## src/cpu_cfg.svh

```systemverilog
`ifndef CPU_CFG_SVH
`define CPU_CFG_SVH

// instruction cache lines, one word each.
// must stay a power of two.
`define CPU_ICACHE_LINES 16

// block RAM depth in words.
`define CPU_RAM_WORDS 256

// first fetch address, in bytes.
`define CPU_RESET_PC 0

`endif

```

## src/cpu_pkg.sv

```systemverilog
package cpu_pkg;

	// opcode field, top nibble of every instruction.
	typedef enum logic [3:0] {
		OP_NOP  = 4'd0,
		OP_MOVI = 4'd1,
		OP_ADD  = 4'd2,
		OP_SUB  = 4'd3,
		OP_AND  = 4'd4,
		OP_ORR  = 4'd5,
		OP_EOR  = 4'd6,
		OP_B    = 4'd7
	} opcode_t;

	typedef struct packed {
		opcode_t     op;
		logic [3:0]  rd;
		logic [3:0]  rn;
		logic [3:0]  rm;
		logic [15:0] imm;
	} insn_t;

	// master side of the word bus.
	typedef struct packed {
		logic        req;
		logic        rd;
		logic        wr;
		logic [31:0] addr;
		logic [31:0] wdata;
	} bus_req_t;

	typedef struct packed {
		logic        ready;
		logic [31:0] rdata;
	} bus_rsp_t;

	typedef struct packed {
		logic        bubble;
		insn_t       insn;
		logic [31:0] pc;
	} fetch_out_t;

	typedef struct packed {
		logic        bubble;
		opcode_t     op;
		logic [3:0]  rd;
		logic [31:0] op_a;
		logic [31:0] op_b;
		logic [31:0] target;
	} issue_out_t;

	// one register write, also the forwarding path.
	typedef struct packed {
		logic        valid;
		logic [3:0]  num;
		logic [31:0] data;
	} commit_t;

endpackage

```

## src/bus_arbiter.sv

```systemverilog
`timescale 1ns/1ps

module bus_arbiter (
	input  logic              clk,
	input  logic              reset,
	input  cpu_pkg::bus_req_t ext_bus,
	input  cpu_pkg::bus_req_t cache_bus,
	output cpu_pkg::bus_req_t ram_bus,
	input  cpu_pkg::bus_rsp_t ram_rsp,
	output logic              ext_ack,
	output logic              cache_ack,
	output cpu_pkg::bus_rsp_t ext_rsp,
	output cpu_pkg::bus_rsp_t cache_rsp
);

	typedef enum logic [1:0] {
		OWN_NONE,
		OWN_EXT,
		OWN_CACHE
	} owner_t;

	owner_t owner;

	// loader wins when both ask in the same cycle.
	always_ff @(posedge clk)
	begin
		if (reset)
			owner <= OWN_NONE;
		else if (ram_rsp.ready)
			owner <= OWN_NONE;
		else if (owner == OWN_NONE)
		begin
			if (ext_bus.req)
				owner <= OWN_EXT;
			else if (cache_bus.req)
				owner <= OWN_CACHE;
		end
	end

	assign ext_ack   = (owner == OWN_EXT);
	assign cache_ack = (owner == OWN_CACHE);

	always_comb
	begin
		ram_bus = '0;
		if (ext_ack)
			ram_bus = ext_bus;
		else if (cache_ack)
			ram_bus = cache_bus;
	end

	// response goes back to the owner only.
	assign ext_rsp   = ext_ack ? ram_rsp : '0;
	assign cache_rsp = cache_ack ? ram_rsp : '0;

endmodule

```

## config.mk

```make
export PLATFORM = sky130hd
export DESIGN_NAME = bus_arbiter
export DESIGN_NICKNAME = d
export VERILOG_FILES = /design/src/cpu_cfg.svh /design/src/cpu_pkg.sv /design/src/bus_arbiter.sv
export SDC_FILE = /design/constraint.sdc
export NUM_CORES = 1
export LEC_CHECK = 0
export BUFFER_PORTS_ARGS = -buffer_cell sky130_fd_sc_hd__buf_2
export CORE_AREA = 2 2 119 121
export CTS_CLUSTER_DIAMETER = 100
export DETAILED_ROUTE_END_ITERATION = 8
export DIE_AREA = 0 0 121 123
export PLACE_DENSITY = 0.48
export SYNTH_ARGS = -nofsm -noshare
export SYNTH_HDL_FRONTEND = slang
export SYNTH_SLANG_ARGS = --single-unit
export TNS_END_PERCENT = 5
```

## constraint.sdc

```tcl
create_clock -name clk -period 1.9 [get_ports clk]
set_clock_uncertainty 0.2 [all_clocks]
set_input_delay 0.475 -clock clk [delete_from_list [all_inputs] [get_ports clk]]
set_output_delay 0.475 -clock clk [all_outputs]
set_load 0.005 [all_outputs]
```

* Word-level counts from Yosys, hierarchy flattened
Index checks and enable logic that the tools add are counted.
** Operators by class
- Equal/unequal tests :: 2
- Muxes and demuxes :: 6
- Reduce and logical (&&, ||, !) cells :: 4
** Operators by type and width (number)
- $mux W67 :: 2
- $mux W33 :: 2
- $mux W2 :: 2
- $eq A2 B1 Y1 const B :: 1
- $eq A2 B2 Y1 const B :: 1
- $logic_not A2 Y1 :: 1
- $reduce_and A2 Y1 :: 1
- $reduce_bool A2 Y1 :: 1
- $reduce_or A2 Y1 :: 1
** Storage, ports and cells
- Flip-flop bits (word level) :: 2
- Bits of input ports :: 169
- Output and inout port bits :: 135
- Word-level logic and storage cells :: 13

* Depth between registers and ports, before layout
Gate-level depths: netlist of the first run.
- Depth after elaboration :: 3
- Mapped depth :: 4
- Gate-level depth less buffers :: 2

* Worst setup path before layout of the first run
OpenSTA, ideal clock, no wires.
- Path kind :: register to output
- Start point :: reg owner[0]
- End point :: out ram_bus[0] (netlist bit)
- Arrival :: 0.981 ns
- Required time :: 1.225 ns
- Path slack :: 0.244 ns
- Stages on the path, launching flop included :: 5
- Path buffers :: 2
- Cells stage by stage :: dfxtp_1 nor2b_1 buf_2 buf_4 a22o_1
** RTL lines
- from (decl) :: RTL line bus_arbiter.sv:22 : owner_t owner;
- from (signal assigned) :: RTL line bus_arbiter.sv:28 : owner <= OWN_NONE;
- from (signal assigned) :: RTL line bus_arbiter.sv:30 : owner <= OWN_NONE;
- from (signal assigned) :: RTL line bus_arbiter.sv:34 : owner <= OWN_EXT;
- to (decl) :: RTL line bus_arbiter.sv:8 : output cpu_pkg::bus_req_t ram_bus,

==> results of run 1 <==
-- Yosys cell counts, drive strengths merged --
cell	n	area share
a22o	67	0.48
and2	66	0.34
buf	19	0.095
clkbuf	3	0.011
dfxtp	2	0.033
nor2	1	0.0031
nor2b	3	0.015
nor3b	1	0.0062
o21a	2	0.012
-- cell type report --
cell class	instances	area share
diodes	3	0.002168
clock buffers	3	0.02168
multi-input cells	140	0.3076
flip-flops and latches	2	0.01373
well taps	180	0.06505
repair buffers	329	0.5898
-- power by group through the flow --
stage	logic (uW)	clock network, uW	registers (uW)
global placement	470	0	47.0
finish	559	311	45.0
floorplan	166	0	46.1
CTS	523	315	45.7
detailed placement	465	0	47.0
global route	607	319	45.4
-- tightest hold or removal path: stages --
cell,delay (ps)
sky130_fd_sc_hd__buf_2,80
sky130_fd_sc_hd__nor2_1,40
sky130_fd_sc_hd__o21a_1,90
-- cells by family (layout without fill, tap and decap cells) --
family / after synthesis / after routing / share of synthesized area
AND/OR/NAND/NOR: 71 / 71 / 0.3650
AO/OA/AOI/OAI: 69 / 69 / 0.4959
buffers and inverters: 22 / 332 / 0.1062
flip-flops: 2 / 2 / 0.03299
other: 0 / 3 / 0
-- timing repair --
action                     in CTS  in global routing
hold endpoints to repair        0                  0
gates cloned                    5                  7
resized for setup              17                  7
setup endpoints to repair     135                134
pin swaps                      44                 29
setup buffers                   7                  0
-- per-stage QoR --
stage                     std cells  total power (uW)  area [sq um]  setup WS (ps)
after CTS                       647             883.7          3251         -149.7
after detailed placement        632             512.2          2932          33.41
after global placement          632             516.8          2932          6.144
after global routing            655             971.6          3457         -187.9
after floorplan                 164             212.4          1214          243.9
final                           657             915.1          3462         -137.3
-- layer usage --
layer,up-vias,wire length (um),track usage
met5,-,0,0
met4,0,130,0.007267
met3,7,964,0.02998
met2,172,5084,0.2061
met1,1144,3368,0.09842
li1,1242,-,-
-- path summary, 6_finish.rpt --
check / startpoint / to / cells after the start / slack, ps
worst max-delay path: owner[1]$_SDFFE_PP0P_ / ram_bus[13] / 5 / -140
worst min-delay path: reset / owner[0]$_SDFFE_PP0P_ / 3 / 310
worst max register to register: owner[0]$_SDFFE_PP0P_ / owner[1]$_SDFFE_PP0P_ / 3 / 840
worst min register to register: owner[1]$_SDFFE_PP0P_ / owner[1]$_SDFFE_PP0P_ / 2 / 400
==> results.txt, run 1 <==
----------------------------------------------------
[Clock network]
  TritonCTS clock tree ... built
  Clock Tree Buf Depth ... 2
  Quantity of hold-fixing buffers added after cts ... 0
  Number of buffers created by CTS ... 3
  Cell chosen for the clock root ... sky130_fd_sc_hd__clkbuf_16
  Register clock-pin slew on the reported worst setup and hold paths ... roughly 30 ps
  Insertion delay to the later sink of the worst-skew pair ... 220 ps
  H-tree Lvls ... 1
  Count of clock tree sinks ... 2

[Flow run]
  Max-capacitance violation count ... 0

[Timing]
  Headroom to the max-slew limit ... 0.8757
  Fin. Hold Viols ... 0
  Clock period minus worst slack ... 2037 ps
  Slew of the pin with the lowest slew margin ... ~190 ps
  Max Fclk ... approximately 0.49 GHz
  Max-slew violation count ... 0
  Period utilisation layout ... 1.072
  Endpoints failing setup ... 133
  Setup TNS Final ... -12180 ps
  Final worst hold slack ... 312.8 ps
  RSZ-0062 raised after global routing ... yes
  Post-layout worst setup margin ... -137.3 ps

[Worst setup path]
  Cell repeated most along the worst path ... sky130_fd_sc_hd__buf_12
  Buffering stage count on the worst path with inverters included ... 3
  Critical Path Sink Type ... primary output
  Kind of critical path ... reg -> out
  Crit path launch type ... flop
  Arrival @ worst endpoint ... 1360 ps
  Crit path largest cell delay ... 350 ps
  Required time reported for the critical path endpoint ... between 1000 and 1500 ps
  Crit-path max FO ... 12
  Delay-heaviest family, CP ... buffers and inverters
  Crit-path cells ... nor2b_4 -> buf_12 -> buf_12 -> a22o_1 -> buf_2
  Cell with the biggest individual delay on the critical path ... sky130_fd_sc_hd__dfxtp_4

[Routing]
  Final Routed Wirelength ... roughly 9500 um
  First-pass DRT Iterations ... 4
  First DRT Iteration DRCs ... 99
  Detailed-route wire length per cell ... about 15 um
  Antenna Nets Post-Route ... 0
  Vias post-DR ... 2565
  Number of remaining DRC errors ... 0
  Per-cell via count in the routed design ... 3.904

[Synthesis]
  Yosys warns ... 0
  Average cell area after synthesis ... around 7.4 sq um
  Number of distinct library cells after synthesis ... 11
  Post-Synthesis Net Count ... 333
  Number of storage elements in the synthesis netlist ... 2
  Sequential fraction of the synthesis area ... 0.03299
  Synth Instances ... roughly 160
  Post-synthesis instance area ... 0.001214 sq mm

[Die]
  Die area ... between 0.01 and 0.015 sq mm
  Core ar. ... 0.01361 sq mm
  Initial Utilization ... 0.08916
  Io pins ... 304
  Die Y-Extent ... 123 um
  Die width ... 121 um
  Placement row count ... between 40 and 50

[Cells and area]
  Fin util ... 0.2543
  Number of flip-flops in the largest register ... 2
  Leading cell type in the layout, fill and taps excluded ... sky130_fd_sc_hd__buf_2
  Largest registers ... owner x2
  Area Overhead vs Synth ... 185.3%
  Share of cells above drive strength 1 ... 0.7131
  Number of filler instances in the final layout ... 1483
  Top library cells by usage in the layout, fill and taps aside ... sky130_fd_sc_hd__buf_2, sky130_fd_sc_hd__a22o_1, sky130_fd_sc_hd__and2_1
  Multi-input gate area in the final layout ... 0.001065 sq mm
  Post-layout nets ... 645
  Seq. cell area ... 47.55 sq um
  Reg with most FFs ... owner

[Pwr]
  Clock network power share ... 0.340
  Comb pwr share ... 0.611
  Switching power total ... 263.8 uW
  Power density normalized to cell area ... ~260 mW/mm^2
  IR drop worst, VDD ... between 0.15 and 0.2 mV
  Switch share ... 0.2883
  P_leak ... 0.002116 uW
  Reg power frac ... 0.049
  Internal portion of total power ... 651.2 uW

[Run status]
  Violations in the final reports ... setup timing
  Result of the run ... finished, violations left

[Global route]
  Via count of the first global-routing pass ... 2255
  Maximum number of pins on one net before global-route repair ... 29
  Overall global routing resource usage ... 0.09886
  Global route overflow ... 0
  Number of antenna violations at the first check in global routing ... 3
  Global-route wire length before repair ... 11450 um

[Hold path]
  Path type of the worst min-delay path ... in -> reg

[Placement]
  Port Buffer Count ... 303
  HPWL reported at the end of detailed placement ... 6567 um
  Last weighted congestion value of the routability-driven placer ... between 0.7 and 0.8

----------------------------------------------------
Note: power is estimated with default switching activity, not from simulation.
==> run 2: changes to the inputs <==
- CELL_PAD_IN_SITES_DETAIL_PLACEMENT: unset -> 0
- CELL_PAD_IN_SITES_GLOBAL_PLACEMENT: unset -> 1
- CORE_AREA: 2 2 119 121 -> 2 2 118 120
- DIE_AREA: 0 0 121 123 -> 0 0 120 122
- PLACE_DENSITY: 0.48 -> 0.77
==> run 2 against run 1 <==
Effect of this change: the flow still finishes with violations (setup timing); combinational power fell by 7.0%; sequential power rose by 4%; non-clock buffer count fell by 8; register-to-register slack barely moved; critical endpoint is now ram_bus[62]; largest power group unchanged.
==> results.txt, run 2 (synthesis results as in run 1) <==
----------------------------------------------------
[Clock network]
  Register clock-pin slew on the reported worst setup and hold paths ... 30 ps
  Cell chosen for the clock root ... sky130_fd_sc_hd__clkbuf_16
  H-tree Lvls ... 1
  TritonCTS clock tree ... built
  Count of clock tree sinks ... 2
  Clock Tree Buf Depth ... 2
  Number of buffers created by CTS ... 3
  Insertion delay to the later sink of the worst-skew pair ... between 200 and 250 ps
  Quantity of hold-fixing buffers added after cts ... 0

[Placement]
  Port Buffer Count ... 303
  Last weighted congestion value of the routability-driven placer ... around 0.77
  Worst slack at placement ... -46.68 ps
  HPWL reported at the end of detailed placement ... ~6400 um

[Cells and area]
  Post-layout nets ... 637
  Share of cells above drive strength 1 ... 0.7060
  Largest registers ... owner x2
  Fin util ... 0.2408
  Reg with most FFs ... owner
  Top library cells by usage in the layout, fill and taps aside ... sky130_fd_sc_hd__buf_2, sky130_fd_sc_hd__a22o_1, sky130_fd_sc_hd__and2_1
  Leading cell type in the layout, fill and taps excluded ... sky130_fd_sc_hd__buf_2
  Area Overhead vs Synth ... 167.9%
  Number of flip-flops in the largest register ... 2

[Routing]
  Antenna Nets Post-Route ... 0
  Per-cell via count in the routed design ... 3.920
  Final Routed Wirelength ... 8621 um
  First DRT Iteration DRCs ... just over 70
  Detailed-route wire length per cell ... 13.32 um
  Vias post-DR ... 2536
  First-pass DRT Iterations ... 4
  Number of remaining DRC errors ... 0

[Die]
  Core ar. ... 0.01350 sq mm
  Die width ... approximately 120 um
  Initial Utilization ... 0.08987
  Die Y-Extent ... 122 um
  Die area ... about 0.015 sq mm
  Placement row count ... 43
  Io pins ... approximately 300

[Timing]
  Slew of the pin with the lowest slew margin ... 219.1 ps
  Endpoints failing setup ... between 100 and 150
  Clock period minus worst slack ... approximately 2100 ps
  Max-slew violation count ... 0
  Headroom to the max-slew limit ... 0.8534
  RSZ-0062 raised after global routing ... yes
  Setup TNS Final ... -15970 ps
  Period utilisation layout ... 1.096
  Fin. Hold Viols ... 0
  Final worst hold slack ... 327.8 ps
  Max Fclk ... 0.4803 GHz
  Post-layout worst setup margin ... -182.0 ps

[Global route]
  Global route overflow ... 0
  Global-route wire length before repair ... 11410 um
  Overall global routing resource usage ... 0.1004
  Number of antenna violations at the first check in global routing ... 1
  Via count of the first global-routing pass ... 2283
  Maximum number of pins on one net before global-route repair ... 44

[Pwr]
  IR drop worst, VDD ... 0.3813 mV
  P_leak ... about 0.0020 uW
  Power density normalized to cell area ... about 270 mW/mm^2

[Run status]
  Violations in the final reports ... setup timing
  Result of the run ... finished, violations left

[Worst setup path]
  Kind of critical path ... reg -> out
  Crit-path max FO ... 14
  Arrival @ worst endpoint ... ~1400 ps
  Required time reported for the critical path endpoint ... 1220 ps
  Critical Path Sink Type ... primary output
  Crit path launch type ... flop

[Hold path]
  Path type of the worst min-delay path ... in -> reg

[Flow run]
  Max-capacitance violation count ... 0

----------------------------------------------------
[run 2: cell types whose count changed in the layout (fill, tap and decap cells not counted), sizes merged]
| cell | before | now |
|---|---|---|
| clkbuf | 10 | 3 |
| diode | 3 | 1 |
| buf | 322 | 321 |
[run 2: metal layers]
| layer | track usage | share of wire | vias to the layer above |
|---|---|---|---|
| met2 | 0.1903 | 0.50 | 183 |
| met4 | 0.05147 | 0.040 | 0 |
| met3 | 0.01498 | 0.093 | 18 |
| met5 | 0 | 0 | - |
| li1 | - | - | 1218 |
| met1 | 0.1074 | 0.37 | 1117 |
[run 2: stage by stage]
step	total power, uW	cells	area (sq um)
after detailed placement	510.7	630	2929
after global routing	940.3	647	3252
after CTS	897.9	646	3266
after floorplan	212.4	164	1214
final	885.5	647	3252
after global placement	513.0	630	2929
[run 2: path summary, 6_finish.rpt]
kind | endpoint | from | slack, ps | cells past startpoint
worst max-delay path | ram_bus[62] | owner[0]$_SDFFE_PP0P_ | -180 | 7
worst min-delay path | owner[0]$_SDFFE_PP0P_ | reset | 330 | 3
worst max register to register | owner[1]$_SDFFE_PP0P_ | owner[0]$_SDFFE_PP0P_ | 850 | 3
worst min register to register | owner[1]$_SDFFE_PP0P_ | owner[1]$_SDFFE_PP0P_ | 330 | 1
[run 2: where the power goes]
group / switching, uW / internal [uW] / leakage, uW
logic: 206 / 314 / 0.00198
registers: 2.19 / 44.6 / 0.0000172
clock network: 50.9 / 268 / 0.0000370
total: 259 / 626 / 0.00203
[run 2: layout make-up]
type / instances / area [sq um]
Antenna cell: 1 / 2.502
Fill cell: 1451 / 10250
Tap cell: 180 / 225.2
Clock buffer: 3 / 75.07
Sequential cell: 2 / 42.54
Timing Repair Buffer: 321 / 1838
Multi-Input combinational cell: 140 / 1069
[run 2: worst max-delay path: stages (launching register included)]
cell,delay [ps]
sky130_fd_sc_hd__dfxtp_2,340
sky130_fd_sc_hd__buf_6,100
sky130_fd_sc_hd__nor2b_4,40
sky130_fd_sc_hd__buf_6,120
sky130_fd_sc_hd__buf_12,130
sky130_fd_sc_hd__buf_16,150
sky130_fd_sc_hd__a22o_1,190
sky130_fd_sc_hd__buf_2,120
[run 2: what timing repair did]
action	CTS	global route
pin swaps	33	2
resized for setup	11	1
setup buffers	8	1
gates cloned	6	0
endpoints found under the setup margin	135	135
endpoints found under the hold margin	0	0
==> run 3: changes to the inputs <==
- PLACE_DENSITY: 0.77 -> 0.68
==> run 3 against run 2 <==
Effect of this change: the flow still finishes with violations (setup timing); die area is the same; clock power is essentially flat; maximum frequency grew 1.5%; largest cell class unchanged.
==> results.txt, run 3 (synthesis results as in run 1) <==
----------------------------------------------------
[Run status]
  Result of the run ... finished, violations left
  Violations in the final reports ... setup timing

[Placement]
  Port Buffer Count ... 303
  HPWL reported at the end of detailed placement ... 6713 um
  Area after detailed placement ... 0.002937 sq mm
  Last weighted congestion value of the routability-driven placer ... 0.7341

[Clock network]
  Count of clock tree sinks ... 2
  Insertion delay to the later sink of the worst-skew pair ... between 200 and 250 ps
  TritonCTS clock tree ... built
  Cell chosen for the clock root ... sky130_fd_sc_hd__clkbuf_16
  Number of buffers created by CTS ... 3
  Register clock-pin slew on the reported worst setup and hold paths ... 30 ps
  Clock Tree Buf Depth ... 2
  H-tree Lvls ... 1

[Pwr]
  Switch share ... 0.2954
  Clock network power share ... 0.357
  IR drop worst, VDD ... about 0.19 mV
  Comb pwr share ... 0.592
  P_leak ... 0.002036 uW
  Reg power frac ... 0.051
  Switching power total ... 262.9 uW
  Internal portion of total power ... 627.1 uW
  Power density normalized to cell area ... 269.8 mW/mm^2

[Cells and area]
  Top library cells by usage in the layout, fill and taps aside ... sky130_fd_sc_hd__buf_2, sky130_fd_sc_hd__a22o_1, sky130_fd_sc_hd__and2_1
  Largest registers ... owner x2
  Leading cell type in the layout, fill and taps excluded ... sky130_fd_sc_hd__buf_2
  Number of flip-flops in the largest register ... 2
  Reg with most FFs ... owner
  Area Overhead vs Synth ... 171.8%
  Final Instance Area ... 0.003298 sq mm
  Number of diodes ... 0
  Fin util ... 0.2442
  Share of cells above drive strength 1 ... 0.7112
  Post-layout nets ... 635

[Global route]
  Global route overflow ... 0
  Number of antenna violations at the first check in global routing ... 0
  Via count of the first global-routing pass ... between 2000 and 2500
  Overall global routing resource usage ... 0.1005
  Global-route wire length before repair ... between 10000 and 15000 um
  Maximum number of pins on one net before global-route repair ... 41

[Timing]
  Slew of the pin with the lowest slew margin ... 259.0 ps
  Period utilisation layout ... 1.079
  Endpoints failing setup ... 134
  Fin. Hold Viols ... 0
  Max Fclk ... 0.4876 GHz
  RSZ-0062 raised after global routing ... yes
  Headroom to the max-slew limit ... 0.8267
  Post-layout worst setup margin ... -151.0 ps
  Max-slew violation count ... 0
  Clock period minus worst slack ... 2051 ps
  Setup TNS Final ... -12500 ps

[Worst setup path]
  Kind of critical path ... reg -> out
  Critical Path Sink Type ... primary output
  Arrival @ worst endpoint ... 1380 ps
  Required time reported for the critical path endpoint ... approximately 1200 ps
  Crit-path max FO ... 13
  Setup slack on the worst flop-to-flop path ... 870 ps
  Crit path launch type ... flop

[Routing]
  Vias post-DR ... 2534
  Antenna Nets Post-Route ... 0
  Final Routed Wirelength ... 9454 um
  First DRT Iteration DRCs ... 53
  First-pass DRT Iterations ... 6
  Detailed-route wire length per cell ... 14.68 um
  Number of remaining DRC errors ... 0
  Per-cell via count in the routed design ... 3.935

[Die]
  Io pins ... 304
  Die width ... ~120 um
  Die Y-Extent ... 122 um
  Core ar. ... roughly 0.014 sq mm
  Die area ... 0.01464 sq mm
  Placement row count ... 43
  Initial Utilization ... 0.08987

[Hold path]
  Path type of the worst min-delay path ... in -> reg

[Flow run]
  Max-capacitance violation count ... 0

----------------------------------------------------
## run 3: cell types whose count changed in the layout (fill, tap and decap cells not counted)
cell                        change
sky130_fd_sc_hd__a22o_1         +1
sky130_fd_sc_hd__a22o_4         -1
sky130_fd_sc_hd__and2_1         -4
sky130_fd_sc_hd__and2_4         +4
sky130_fd_sc_hd__buf_12         +1
sky130_fd_sc_hd__buf_16         -3
sky130_fd_sc_hd__buf_2          -5
sky130_fd_sc_hd__buf_4          -2
sky130_fd_sc_hd__buf_6          +2
sky130_fd_sc_hd__clkbuf_16      +5
sky130_fd_sc_hd__dfxtp_2        -1
sky130_fd_sc_hd__dfxtp_4        +1
sky130_fd_sc_hd__diode_2        -1
## run 3: worst paths after layout
| path | cells past startpoint | end | from |
|---|---|---|---|
| worst max-delay path | 5 | ram_bus[56] | owner[0]$_SDFFE_PP0P_ |
| worst min-delay path | 3 | owner[1]$_SDFFE_PP0P_ | reset |
| worst max register to register | 3 | owner[1]$_SDFFE_PP0P_ | owner[0]$_SDFFE_PP0P_ |
| worst min register to register | 2 | owner[1]$_SDFFE_PP0P_ | owner[1]$_SDFFE_PP0P_ |
## run 3: layout make-up
class                   count  area (sq um)
fillers                  1482         10210
multi-input cells         140          1070
well taps                 180         225.2
repair buffers            319          1883
flip-flops and latches      2         45.04
clock buffers               3         75.07
## run 3: power by group through the flow
| stage | sequential [uW] | combinational [uW] | clock [uW] |
|---|---|---|---|
| finish | 45.8 | 527 | 318 |
| global route | 45.9 | 574 | 327 |
| CTS | 46.0 | 499 | 325 |
| detailed placement | 47.1 | 472 | 0 |
| global placement | 46.9 | 464 | 0 |
| floorplan | 46.1 | 166 | 0 |
## run 3: worst max-delay path: stages (launching register included)
cell and delay [ps]:
sky130_fd_sc_hd__dfxtp_2 350, sky130_fd_sc_hd__nor2b_4 220, sky130_fd_sc_hd__buf_12 160, sky130_fd_sc_hd__buf_12 130, sky130_fd_sc_hd__a22o_1 170, sky130_fd_sc_hd__buf_2 120
## run 3: metal layers
| metal | vias up | track usage | wire [um] |
|---|---|---|---|
| li1 | 1214 | - | - |
| met2 | 140 | 0.2045 | 5071 |
| met1 | 1176 | 0.1063 | 3742 |
| met3 | 4 | 0.01264 | 574 |
| met4 | 0 | 0.02941 | 65 |
| met5 | - | 0 | 0 |
## run 3: timing repair
item | in CTS | in global routing
setup endpoints to repair | 135 | 135
resized for setup | 7 | 15
buffers inserted | 3 | 2
hold buffers | 0 | 0
cloned | 2 | 5
pin swaps | 42 | 37
## run 3: stage by stage
step | hold WS [ps] | total power [uW] | instances | setup WS [ps]
global route | 361.3 | 947.0 | 644 | -210.6
CTS | 311.3 | 870.2 | 639 | -190.1
global placement | 362.3 | 511.3 | 631 | -20.15
floorplan | 277.8 | 212.4 | 164 | 243.9
finish | 337.3 | 890.0 | 644 | -151.0
detailed placement | 381.4 | 519.3 | 631 | -52.36
